$ cat src/include/phase_consts.svh
/* Widths of the phase increment path. PHASE_INC_WIDTH must hold
   fnum shifted by the largest block, times the largest factor, halved */
`ifndef PHASE_CONSTS_SVH
`define PHASE_CONSTS_SVH

// Operator settings
`define FNUM_WIDTH 10       // Frequency number
`define BLOCK_WIDTH 3       // Octave, also the left shift
`define MULT_WIDTH 4        // Multiplier table index

// Vibrato LFO, one step per sample
`define LFO_WIDTH 13

// Multiplier result, factor kept doubled so 0.5 stays integer
`define FACTOR_WIDTH 5

// (1023 << 7) * 30 / 2 fits here
`define PHASE_INC_WIDTH 21

`endif
$ cat src/source/phase_ctrl_pkg.sv
/* Handshake states of the four-phase req/ack controller.
   One transaction in flight at a time */

package phase_ctrl_pkg;

    // Four-phase handshake
    //   HS_IDLE  ack low, waiting for req
    //   HS_WAIT  settings captured, pipeline filling
    //   HS_ACK   result held until req drops
    typedef enum logic [1:0] {
        HS_IDLE = 2'd0,
        HS_WAIT = 2'd1,
        HS_ACK  = 2'd2
    } hs_state_t;

endpackage

$ cat src/source/phase_types_pkg.sv
/* Request word and multiplier result types, widths from the constants header.
   Field order is msb first: fnum, block, mult, vib_en */
`include "phase_consts.svh"

package phase_types_pkg;

    // Field types, shared by the three blocks
    typedef logic [`FNUM_WIDTH-1:0]   fnum_t;    // Also the vibrato deviation
    typedef logic [`BLOCK_WIDTH-1:0]  block_t;   // Octave
    typedef logic [`MULT_WIDTH-1:0]   mult_t;    // Table index, not an opcode
    typedef logic [`FACTOR_WIDTH-1:0] factor_t;  // Multiplier times two

    // One operator request, 18 bits
    typedef struct packed {
        fnum_t  fnum;
        block_t block;
        mult_t  mult;
        logic   vib_en;   // Add LFO deviation to fnum
    } op_freq_t;

    // Multiplier result, 8 bits
    typedef struct packed {
        factor_t factor;  // 1 means x0.5
        block_t  shift;   // Left shift of fnum, equal to block
    } mult_res_t;

endpackage

$ cat src/source/phase_inc_top.sv
/* Phase increment front end of one FM operator, one request at a time.
   sample_clk_en should only pulse while no request is in flight */
`timescale 1ns/100ps
`include "phase_consts.svh"

module phase_inc_top
    import phase_types_pkg::*;
(
    input  logic     clk,
    input  logic     rst_n,
    input  logic     req,
    input  op_freq_t op,
    input  logic     dvb,            // Global deep vibrato mode
    input  logic     sample_clk_en,
    output logic     ack,
    output logic [`PHASE_INC_WIDTH-1:0] phase_inc
);

    op_freq_t  cap_op;   // Captured request
    fnum_t     vib_dev;
    mult_res_t mres;

    vibrato u_vibrato (
        .clk           (clk),
        .rst_n         (rst_n),
        .sample_clk_en (sample_clk_en),
        .dvb           (dvb),
        .fnum          (cap_op.fnum),
        .vib_dev       (vib_dev)
    );

    freq_multiplier u_freq_multiplier (
        .clk   (clk),
        .rst_n (rst_n),
        .mult  (cap_op.mult),
        .block (cap_op.block),
        .res   (mres)
    );

    phase_inc_calc u_phase_inc_calc (
        .clk       (clk),
        .rst_n     (rst_n),
        .req       (req),
        .op        (op),
        .cap_op    (cap_op),
        .vib_dev   (vib_dev),
        .mres      (mres),
        .ack       (ack),
        .phase_inc (phase_inc)
    );

endmodule

$ cat src/source/phase_inc_calc.sv
/* Four-phase slave: ack rises 3 edges after the capture edge and falls on the
   first edge req is seen low. Requester must not raise req while ack is high */
`timescale 1ns/100ps
`include "phase_consts.svh"

module phase_inc_calc
    import phase_types_pkg::*;
    import phase_ctrl_pkg::*;
(
    input  logic      clk,
    input  logic      rst_n,
    input  logic      req,
    input  op_freq_t  op,
    output op_freq_t  cap_op,     // Feeds vibrato and freq_multiplier
    input  fnum_t     vib_dev,
    input  mult_res_t mres,
    output logic      ack,
    output logic [`PHASE_INC_WIDTH-1:0] phase_inc  // Held while ack is high
);

    localparam logic [1:0] LAST_WAIT = 2'd2;  // Wait E1, E2, result at E3

    hs_state_t state;
    logic [1:0] wait_cnt;
    fnum_t eff_fnum;
    logic [`PHASE_INC_WIDTH:0] scaled;   // Extra lsb dropped by the final halving
    logic [`PHASE_INC_WIDTH:0] product;

    // Combination, only sampled at E3 when both pipelines are valid
    always_comb begin
        eff_fnum = cap_op.vib_en ? cap_op.fnum + vib_dev : cap_op.fnum;  // Mod 1024
        scaled   = {{(`PHASE_INC_WIDTH + 1 - `FNUM_WIDTH){1'b0}}, eff_fnum} << mres.shift;
        product  = scaled * {{(`PHASE_INC_WIDTH + 1 - `FACTOR_WIDTH){1'b0}}, mres.factor};
    end

    // Handshake FSM
    always_ff @(posedge clk) begin
        if (!rst_n) begin
            state     <= HS_IDLE;
            wait_cnt  <= '0;
            ack       <= 1'b0;
            phase_inc <= '0;
        end else begin
            case (state)
                HS_IDLE: begin
                    if (req) begin  // E0, capture below
                        state    <= HS_WAIT;
                        wait_cnt <= '0;
                    end
                end
                HS_WAIT: begin
                    if (wait_cnt == LAST_WAIT) begin
                        phase_inc <= product[`PHASE_INC_WIDTH:1];  // Undo doubled factor
                        ack       <= 1'b1;
                        state     <= HS_ACK;
                    end else begin
                        wait_cnt <= wait_cnt + 2'd1;
                    end
                end
                HS_ACK: begin
                    if (!req) begin
                        ack   <= 1'b0;
                        state <= HS_IDLE;
                    end
                end
                default: state <= HS_IDLE;
            endcase
        end
    end

    // Settings held for the whole transaction
    always_ff @(posedge clk) begin
        if (state == HS_IDLE && req) begin
            cap_op <= op;
        end
    end

endmodule

$ cat src/source/freq_multiplier.sv
/* Factor is returned doubled, so code 0 (x0.5) reads as 1.
   Result is registered, valid one edge after mult and block */
`timescale 1ns/100ps

module freq_multiplier
    import phase_types_pkg::*;
(
    input  logic      clk,
    input  logic      rst_n,
    input  mult_t     mult,
    input  block_t    block,
    output mult_res_t res
);

    factor_t factor;

    // Doubled multiplier table
    always_comb begin
        case (mult)
            4'd0:    factor = 5'd1;   // x0.5
            4'd1:    factor = 5'd2;
            4'd2:    factor = 5'd4;
            4'd3:    factor = 5'd6;
            4'd4:    factor = 5'd8;
            4'd5:    factor = 5'd10;
            4'd6:    factor = 5'd12;
            4'd7:    factor = 5'd14;
            4'd8:    factor = 5'd16;
            4'd9:    factor = 5'd18;
            4'd10:   factor = 5'd20;  // 10 and 11 both x10
            4'd11:   factor = 5'd20;
            4'd12:   factor = 5'd24;  // 12 and 13 both x12
            4'd13:   factor = 5'd24;
            4'd14:   factor = 5'd30;  // 14 and 15 both x15
            default: factor = 5'd30;  // Code 15
        endcase
    end

    always_ff @(posedge clk) begin
        if (!rst_n) begin
            res <= '0;
        end else begin
            res.factor <= factor;
            res.shift  <= block;  // Octave passes straight through
        end
    end

endmodule

$ cat src/source/vibrato.sv
/* fnum must stay stable for two cycles. The LFO value is assumed fixed
   while a request is in flight, sample_clk_en is not held off internally */
`timescale 1ns/100ps
`include "phase_consts.svh"

module vibrato
    import phase_types_pkg::*;
(
    input  logic  clk,
    input  logic  rst_n,
    input  logic  sample_clk_en,  // One pulse per audio sample
    input  logic  dvb,            // Deep vibrato
    input  fnum_t fnum,
    output fnum_t vib_dev         // Valid two edges after fnum
);

    localparam logic [`LFO_WIDTH-1:0] LFO_STEP = 1;

    logic [`LFO_WIDTH-1:0] lfo;   // Wraps every 8192 samples
    fnum_t fnum_p1;
    logic  dvb_p1;
    fnum_t delta0;
    fnum_t delta1;
    fnum_t delta2;

    // LFO
    always_ff @(posedge clk) begin
        if (!rst_n) begin
            lfo <= '0;
        end else if (sample_clk_en) begin
            lfo <= lfo + LFO_STEP;
        end
    end

    // Stage 1
    always_ff @(posedge clk) begin
        fnum_p1 <= fnum;
        dvb_p1  <= dvb;
    end

    always_comb begin
        delta0 = fnum_p1 >> 7;  // Top 3 bits of fnum
        // Quarter with bits 11:10 set gives the smaller swing
        delta1 = (lfo[`LFO_WIDTH-2 -: 2] == 2'b11) ? delta0 >> 1 : delta0;
        delta2 = dvb_p1 ? delta1 : delta1 >> 1;  // Shallow mode halves again
    end

    // Stage 2, upper half of the LFO swings negative
    always_ff @(posedge clk) begin
        vib_dev <= lfo[`LFO_WIDTH-1] ? ~delta2 : delta2;  // Ones complement
    end

endmodule

$ cat config.mk
export PLATFORM = sky130hd
export DESIGN_NAME = phase_inc_top
export DESIGN_NICKNAME = d
export VERILOG_FILES = /design/src/source/phase_ctrl_pkg.sv /design/src/source/phase_types_pkg.sv /design/src/source/phase_inc_top.sv /design/src/source/phase_inc_calc.sv /design/src/source/freq_multiplier.sv /design/src/source/vibrato.sv
export VERILOG_INCLUDE_DIRS = /design/src /design/src/include
export SDC_FILE = /design/constraint.sdc
export NUM_CORES = 1
export LEC_CHECK = 0
export BUFFER_PORTS_ARGS = -buffer_cell sky130_fd_sc_hd__buf_2
export CAP_MARGIN = 20
export CELL_PAD_IN_SITES_DETAIL_PLACEMENT = 1
export CELL_PAD_IN_SITES_GLOBAL_PLACEMENT = 1
export CORE_MARGIN = 3
export CORE_UTILIZATION = 43
export DETAILED_ROUTE_END_ITERATION = 8
export PLACE_DENSITY_LB_ADDON = 0.1
export SLEW_MARGIN = 20
export SYNTH_ARGS = -nofsm -noshare
export SYNTH_HDL_FRONTEND = slang
export SYNTH_SLANG_ARGS = --single-unit
$ cat constraint.sdc
create_clock -name clk -period 6 [get_ports clk]
set_input_delay 0.9 -clock clk [delete_from_list [all_inputs] [get_ports clk]]
set_output_delay 0.9 -clock clk [all_outputs]
set_load 0.02 [all_outputs]
# After elaboration in Yosys (flattened, before gate mapping)
# Memories as Yosys holds them, arrays and structs flattened. A register that Yosys moved wholly into a read port is not among the register bits.
# Cells that the tools add are included.
# word_totals
mem_bits_rw,0
mem_bits_ro,80
out_inout_bits,22
register_bits,81
latchBits,0
n_memories,1
wordCells,51
# memory_table
memory,depth,width,read_ports,rd_ports_with_merged_regs,wr,line_no,rtl
(name not given),16,5,1,1,0,freq_multiplier.sv:19,case (mult)
# classes
n_eq_ne,8
n_reduce_logical,9
n_shift,1
mux,14
div_mod_pow,0
n_lt_le_gt_ge,0
n_mul,1
n_bitwise,1
n_addsub,3
# op_table
operator,count
two-way mux 10 bit,3
multiplier 22 x 5 -> 22 bit,1
<< shifter 10 x 3 -> 22 bit,1
adder 13 x 1 -> 13 bit (second input constant),1
adder 10 bit,1
two-way mux 2 bit,5
inverter 10 bit,1
AND reduction 3 bit,3
== test 2 bit (second input constant),3
inequality test 2 bit (second input constant),3
one-hot mux 2 bit (3 select lines),1
one-hot mux 2 bit (2 select lines),1
nonzero test 2 bit,2
two-way mux 3 bit,1
adder 2 x 1 -> 2 bit (second input constant),1
== test 2 x 1 -> 1 bit (second input constant),1
logical NOT 2 bit,1
two-way mux 1 bit,2
inequality test 2 x 1 -> 1 bit (second input constant),1
one-hot mux 1 bit (2 select lines),1
AND reduction 2 bit,1
logical AND 1 bit,1
logical NOT 1 bit,1

# Longest topological paths before layout
# depth
ltp_word,5
mapped_depth,25

# Hierarchy
# A second synthesis with hierarchy kept.
# unflattened
hier_cells,745
area_unflattened_um2,6456.2
# modules_own_cells
mod,area_each_um2,cells_each,seq_area_each_um2,n_inst
phase_inc_calc,5353.9,637,1061.0,1
vibrato,868.3,88,420.4,1
freq_multiplier,234.0,20,160.2,1

# Worst setup path after synthesis
# Ideal clock, no wire load.
# synth_path
path_type,flip-flop to flip-flop
startpoint,reg u_phase_inc_calc.cap_op[8] (netlist name)
endpoint,reg u_phase_inc_calc.phase_inc[17]
setup_time_ns,0.062
period_less_slack_ns,5.923
stages_incl_launch_ff,24
required_time_ns,5.938
t_arrival_ns,5.861
path_buffers,2
path_slack_ns,0.077
cell_sequence,edfxtp_1 > ha_1 > inv_1 > fa_1 > nand2b_1 > a2111o_1 > o311ai_0 > o22ai_1 > nor3_2 > nand3_1 > a21boi_1 > fa_1 > fa_1 > inv_1 > fa_1 > inv_1 > ha_1 > clkbuf_1 > and3_1 > clkbuf_1 > nor2_1 > a211o_1 > or4b_1 > nand3_1
# synth_between
elab_chain_len,4
# synth_rtl
element,line_no,rtl
adder 10 bit,phase_inc_calc.sv:31,eff_fnum = cap_op.vib_en ? cap_op.fnum + vib_dev : cap_op.fnum;
two-way mux 10 bit *,phase_inc_calc.sv:31,
<< shifter 10 x 3 -> 22 bit *,phase_inc_calc.sv:32,"scaled = {{(`PHASE_INC_WIDTH + 1 - `FNUM_WIDTH){1'b0}}, eff_fnum} << mres.shift;"
multiplier 22 x 5 -> 22 bit *,phase_inc_calc.sv:33,"product = scaled * {{(`PHASE_INC_WIDTH + 1 - `FACTOR_WIDTH){1'b0}}, mres.factor};"
end signal: assignment,phase_inc_calc.sv:53,phase_inc <= product[`PHASE_INC_WIDTH:1];
end: declaration,phase_inc_calc.sv:18,output logic [`PHASE_INC_WIDTH-1:0] phase_inc
# Mark *: on every way between the ends. The rest lies on a longest branch, timed or not.
# A chain may end at the register's enable or synchronous reset.

# Worst setup path in the final report
# layout_path
startpoint,reg u_phase_inc_calc.cap_op[9] (netlist name)
endpoint,reg u_phase_inc_calc.phase_inc[17]
# layout_between
elab_chain_len,4
# layout_rtl
element,line_no
adder 10 bit,phase_inc_calc.sv:31
two-way mux 10 bit *,phase_inc_calc.sv:31
<< shifter 10 x 3 -> 22 bit *,phase_inc_calc.sv:32
multiplier 22 x 5 -> 22 bit *,phase_inc_calc.sv:33
# Marks and branches as above.

==> results.md <==
- Critical Path Stages: 23
- Max Fclk: 0.169 GHz
- Clock sink total: 73
- Placed wire-length estimate: roughly 15000 µm
- Clock-pin slew on the worst setup and hold paths: about 0.060 ns
- I/O pins: 45
- Drt pass-1 iters: 4
- Tmin final: between 5 and 6 ns
- Vias after detailed routing: 6164
- Post-synthesis instance area: between 0.006 and 0.007 mm²
- Core Area: 0.0153 mm²
- Largest area contributor in the netlist: dfxtp_1
- FF-to-FF setup slack: about 0.082 ns
- GRT Resource Usage Total: approximately 23%
- Status: finished clean
- Initial antenna violation count: 0
- Row count: 45
- Final hold vios: 0
- Port bufs: 44
- RSZ-0062 raised after global routing: true
- Slowest-stage cell, CP: fa_2
- Post-synth top area share: between 10% and 20%
- Max-slew violations: 0
- Final worst-path cycle share: ~99%
- Layout cell share with drive strength beyond 1: a little over a quarter
- WP data required: 6.28 ns
- Die height: 132 µm
- PwrDens: 202 mW/mm²
- Diodes inserted: 0
- Critical-path cell list: ha_4 -> a211oi_4 -> buf_6 -> o21ai_4 -> a2111oi_4 -> buf_4 -> o21a_1 -> nor3_2 -> mux4_2 -> and2_4 -> fa_2 -> fa_1 -> inv_1 -> fa_1 -> inv_2 -> ha_4 -> nor3_2 -> o2111a_2 -> o31ai_4 -> a21oi_1 -> a211o_1 -> or4b_1 -> nand3_1
- Ys Warns: 0
- Layout Skew: between 0.01 and 0.015 ns
- Max VDD drop: just under 200 µV
- Synthesized area per cell: about 8.5 µm²
- Hold path cells: 0
- Layout area overhead: 26.4%
- Max Cap Violations: 0
- FF-to-FF path depth: 23
- Area after DPL: between 0.007 and 0.008 mm²
- CTS Hold Bufs: 0
- CP max stage delay: roughly 0.54 ns
- CTS tree: yes
- Commonest non-fill, non-tap cell in the layout: buf_4
- Vias in the first global route: approximately 6500
- Crit. End Element: flop
- Setup crit start kind: flop
- Util after Layout: a little under three fifths
- Cell Count, Final, Fillers Out: roughly 1100
- Pleak: approximately 3.7 nW
- Syn Inst Count: roughly 800
- Synth cell types: between 70 and 80
- Final setup vio count: 0
- Asr flop ratio synth: 0%
- Routed WL per cell: between 15 and 20 µm
- Deepest clock path buffer count: 2
- Worst Tran Pin Value: around 0.85 ns
- Vias per cell: roughly 5.5
- Root Driver: clkbuf_16
- Total gr overflow: 0
- Critical path class: flop to flop
- Top area cells in the synthesized netlist: dfxtp_1 16%, fa_1 14%, edfxtp_1 8.0%, ha_1 7.5%, and2_1 6.1%
- Worst EP arrival: about 6.2 ns
- Worst relative slew slack: approximately 43%
- Final wirelength: roughly 20000 µm
- Die span in x: about 130 µm
- FF+latch count, synth: 73
- Final instance area: approximately 0.0086 mm²
- Starting density of the core: between 40% and 50%
- Placed Cells: between 1000 and 1500
- Sequential area share after synthesis: between 20% and 30%
- DRC: 0
- H-tree levels: 3
- Commonest cells after routing, fill and taps aside: 86 x buf_4, 79 x nand2_1, 62 x inv_1
- Worst path top cell family by delay: adder cells
- Gpl congestion: between 0.8 and 0.9
- Total CTS buffers: 9
- Initial drt markers: 250
- Main synth FF type: dfxtp_1
- Hold Path Class: flop to flop
- Final ANT Viol Nets: 0
- Nets: a little over 1000
- Post-synth EDFFs: 18
- Worst-skew pair later-pin latency: around 0.34 ns
- Largest net degree at the start of global routing: 59
- WP buf/inv: 4
- Mapped Nets: slightly above 900
- Max FO, Critical Path: 4
- Die area: 0.0174 mm²
- First-pass GRT wire length: 32800 µm
==> cell families (layout without fill, tap and decap cells) <==
family | count (synthesis) | in the layout | synth area share, %
AND/OR/NAND/NOR | 309 | 309 | 23.6
AO/OA/AOI/OAI | 179 | 179 | 18.9
buffers and inverters | 107 | 216 | 5.91
adder cells (fa/ha/maj) | 87 | 87 | 21.1
flip-flops | 73 | 73 | 24.2
XOR/XNOR | 25 | 25 | 3.22
multiplexers | 17 | 17 | 3.11
==> layer usage <==
metal,global-route usage (%),up-vias,wire length [µm]
met3,3.56,17,552
met2,38.5,91,9700
met4,5.37,0,286
met5,0,-,0
met1,31.3,3060,9370
li1,-,2996,-
==> worst paths after layout <==
check | to | startpoint
worst max-delay path | u_phase_inc_calc.phase_inc[17] | u_phase_inc_calc.cap_op[9]
worst min register to register | u_vibrato.vib_dev[8] | u_vibrato.lfo[12]
worst max register to register | u_phase_inc_calc.phase_inc[17] | u_phase_inc_calc.cap_op[9]
worst min-delay path | u_vibrato.vib_dev[8] | u_vibrato.lfo[12]
==> metrics by stage <==
step / setup WS (ns) / setup TNS [ns] / hold WS (ns) / total power, mW
after floorplan: 0.0769 / 0 / 0.346 / 0.867
after global placement: -0.0890 / -0.297 / 0.441 / 1.07
after detailed placement: -0.164 / -0.851 / 0.452 / 1.08
after CTS: 0.00407 / 0 / 0.463 / 1.67
after global routing: -0.180 / -0.715 / 0.478 / 1.84
final: 0.0819 / 0 / 0.459 / 1.74
==> final cells by class <==
type	count	area (µm²)
fill	1772	6720
multi-input combinational	617	5240
sequential	73	1640
timing repair buffer	132	888
tap	211	264
inverter	68	255
clock buffer	10	229
clock inverter	6	75.1
==> worst register-to-register path: stages (launching register included) <==
cell       delay (ns)
edfxtp_1         0.46
ha_4             0.26
a211oi_4         0.28
buf_6            0.15
o21ai_4          0.07
a2111oi_4        0.33
buf_4            0.19
o21a_1           0.15
nor3_2           0.07
mux4_2           0.51
and2_4           0.19
fa_2             0.54
fa_1             0.41
inv_1            0.09
fa_1             0.44
inv_2            0.09
ha_4             0.14
nor3_2           0.05
o2111a_2         0.18
o31ai_4          0.31
a21oi_1          0.11
a211o_1          0.24
or4b_1           0.51
nand3_1          0.07
==> Yosys cell counts (all sizes together) (4+ instances only) <==
cell     instances
nand2           82
and2            67
inv             67
dfxtp           55
fa              46
nor2            42
ha              41
o21ai           40
clkbuf          35
nand3           32
a21oi           30
edfxtp          18
and3            16
xnor2           16
nor3            15
a21boi          14
a31oi           11
mux2i           11
o21a            11
nand4           10
nor2b           10
a32oi            9
xor2             9
nand2b           8
a211oi           7
a21o             7
or2              6
a211o            5
o31ai            5
buf              4
nand3b           4
o2111ai          4
o211ai           4
==> report_power, final <==
| group | switching (mW) | internal, mW | total, mW |
|---|---|---|---|
| Clock | 0.223 | 0.328 | 0.551 |
| Sequential | 0.0274 | 0.524 | 0.551 |
| Combinational | 0.336 | 0.298 | 0.634 |
==> sequential cells by signal (all words and copies together), names as in the netlist <==
register	flops
u_phase_inc_calc.cap_op	18
u_vibrato.lfo	13
u_phase_inc_calc.phase_inc	21
u_phase_inc_calc.state	2
u_vibrato.fnum_p1	3
u_phase_inc_calc.ack	1
u_vibrato.dvb_p1	1
u_freq_multiplier.res	8
u_phase_inc_calc.wait_cnt	2
u_vibrato.vib_dev	4
==> what timing repair did <==
item	in CTS	in global routing
endpoints found under the setup margin	9	10
buffers inserted	3	7
gates cloned	0	0
pin swaps	11	43
resized for setup	28	71
Power figures use the tool's default switching activity.
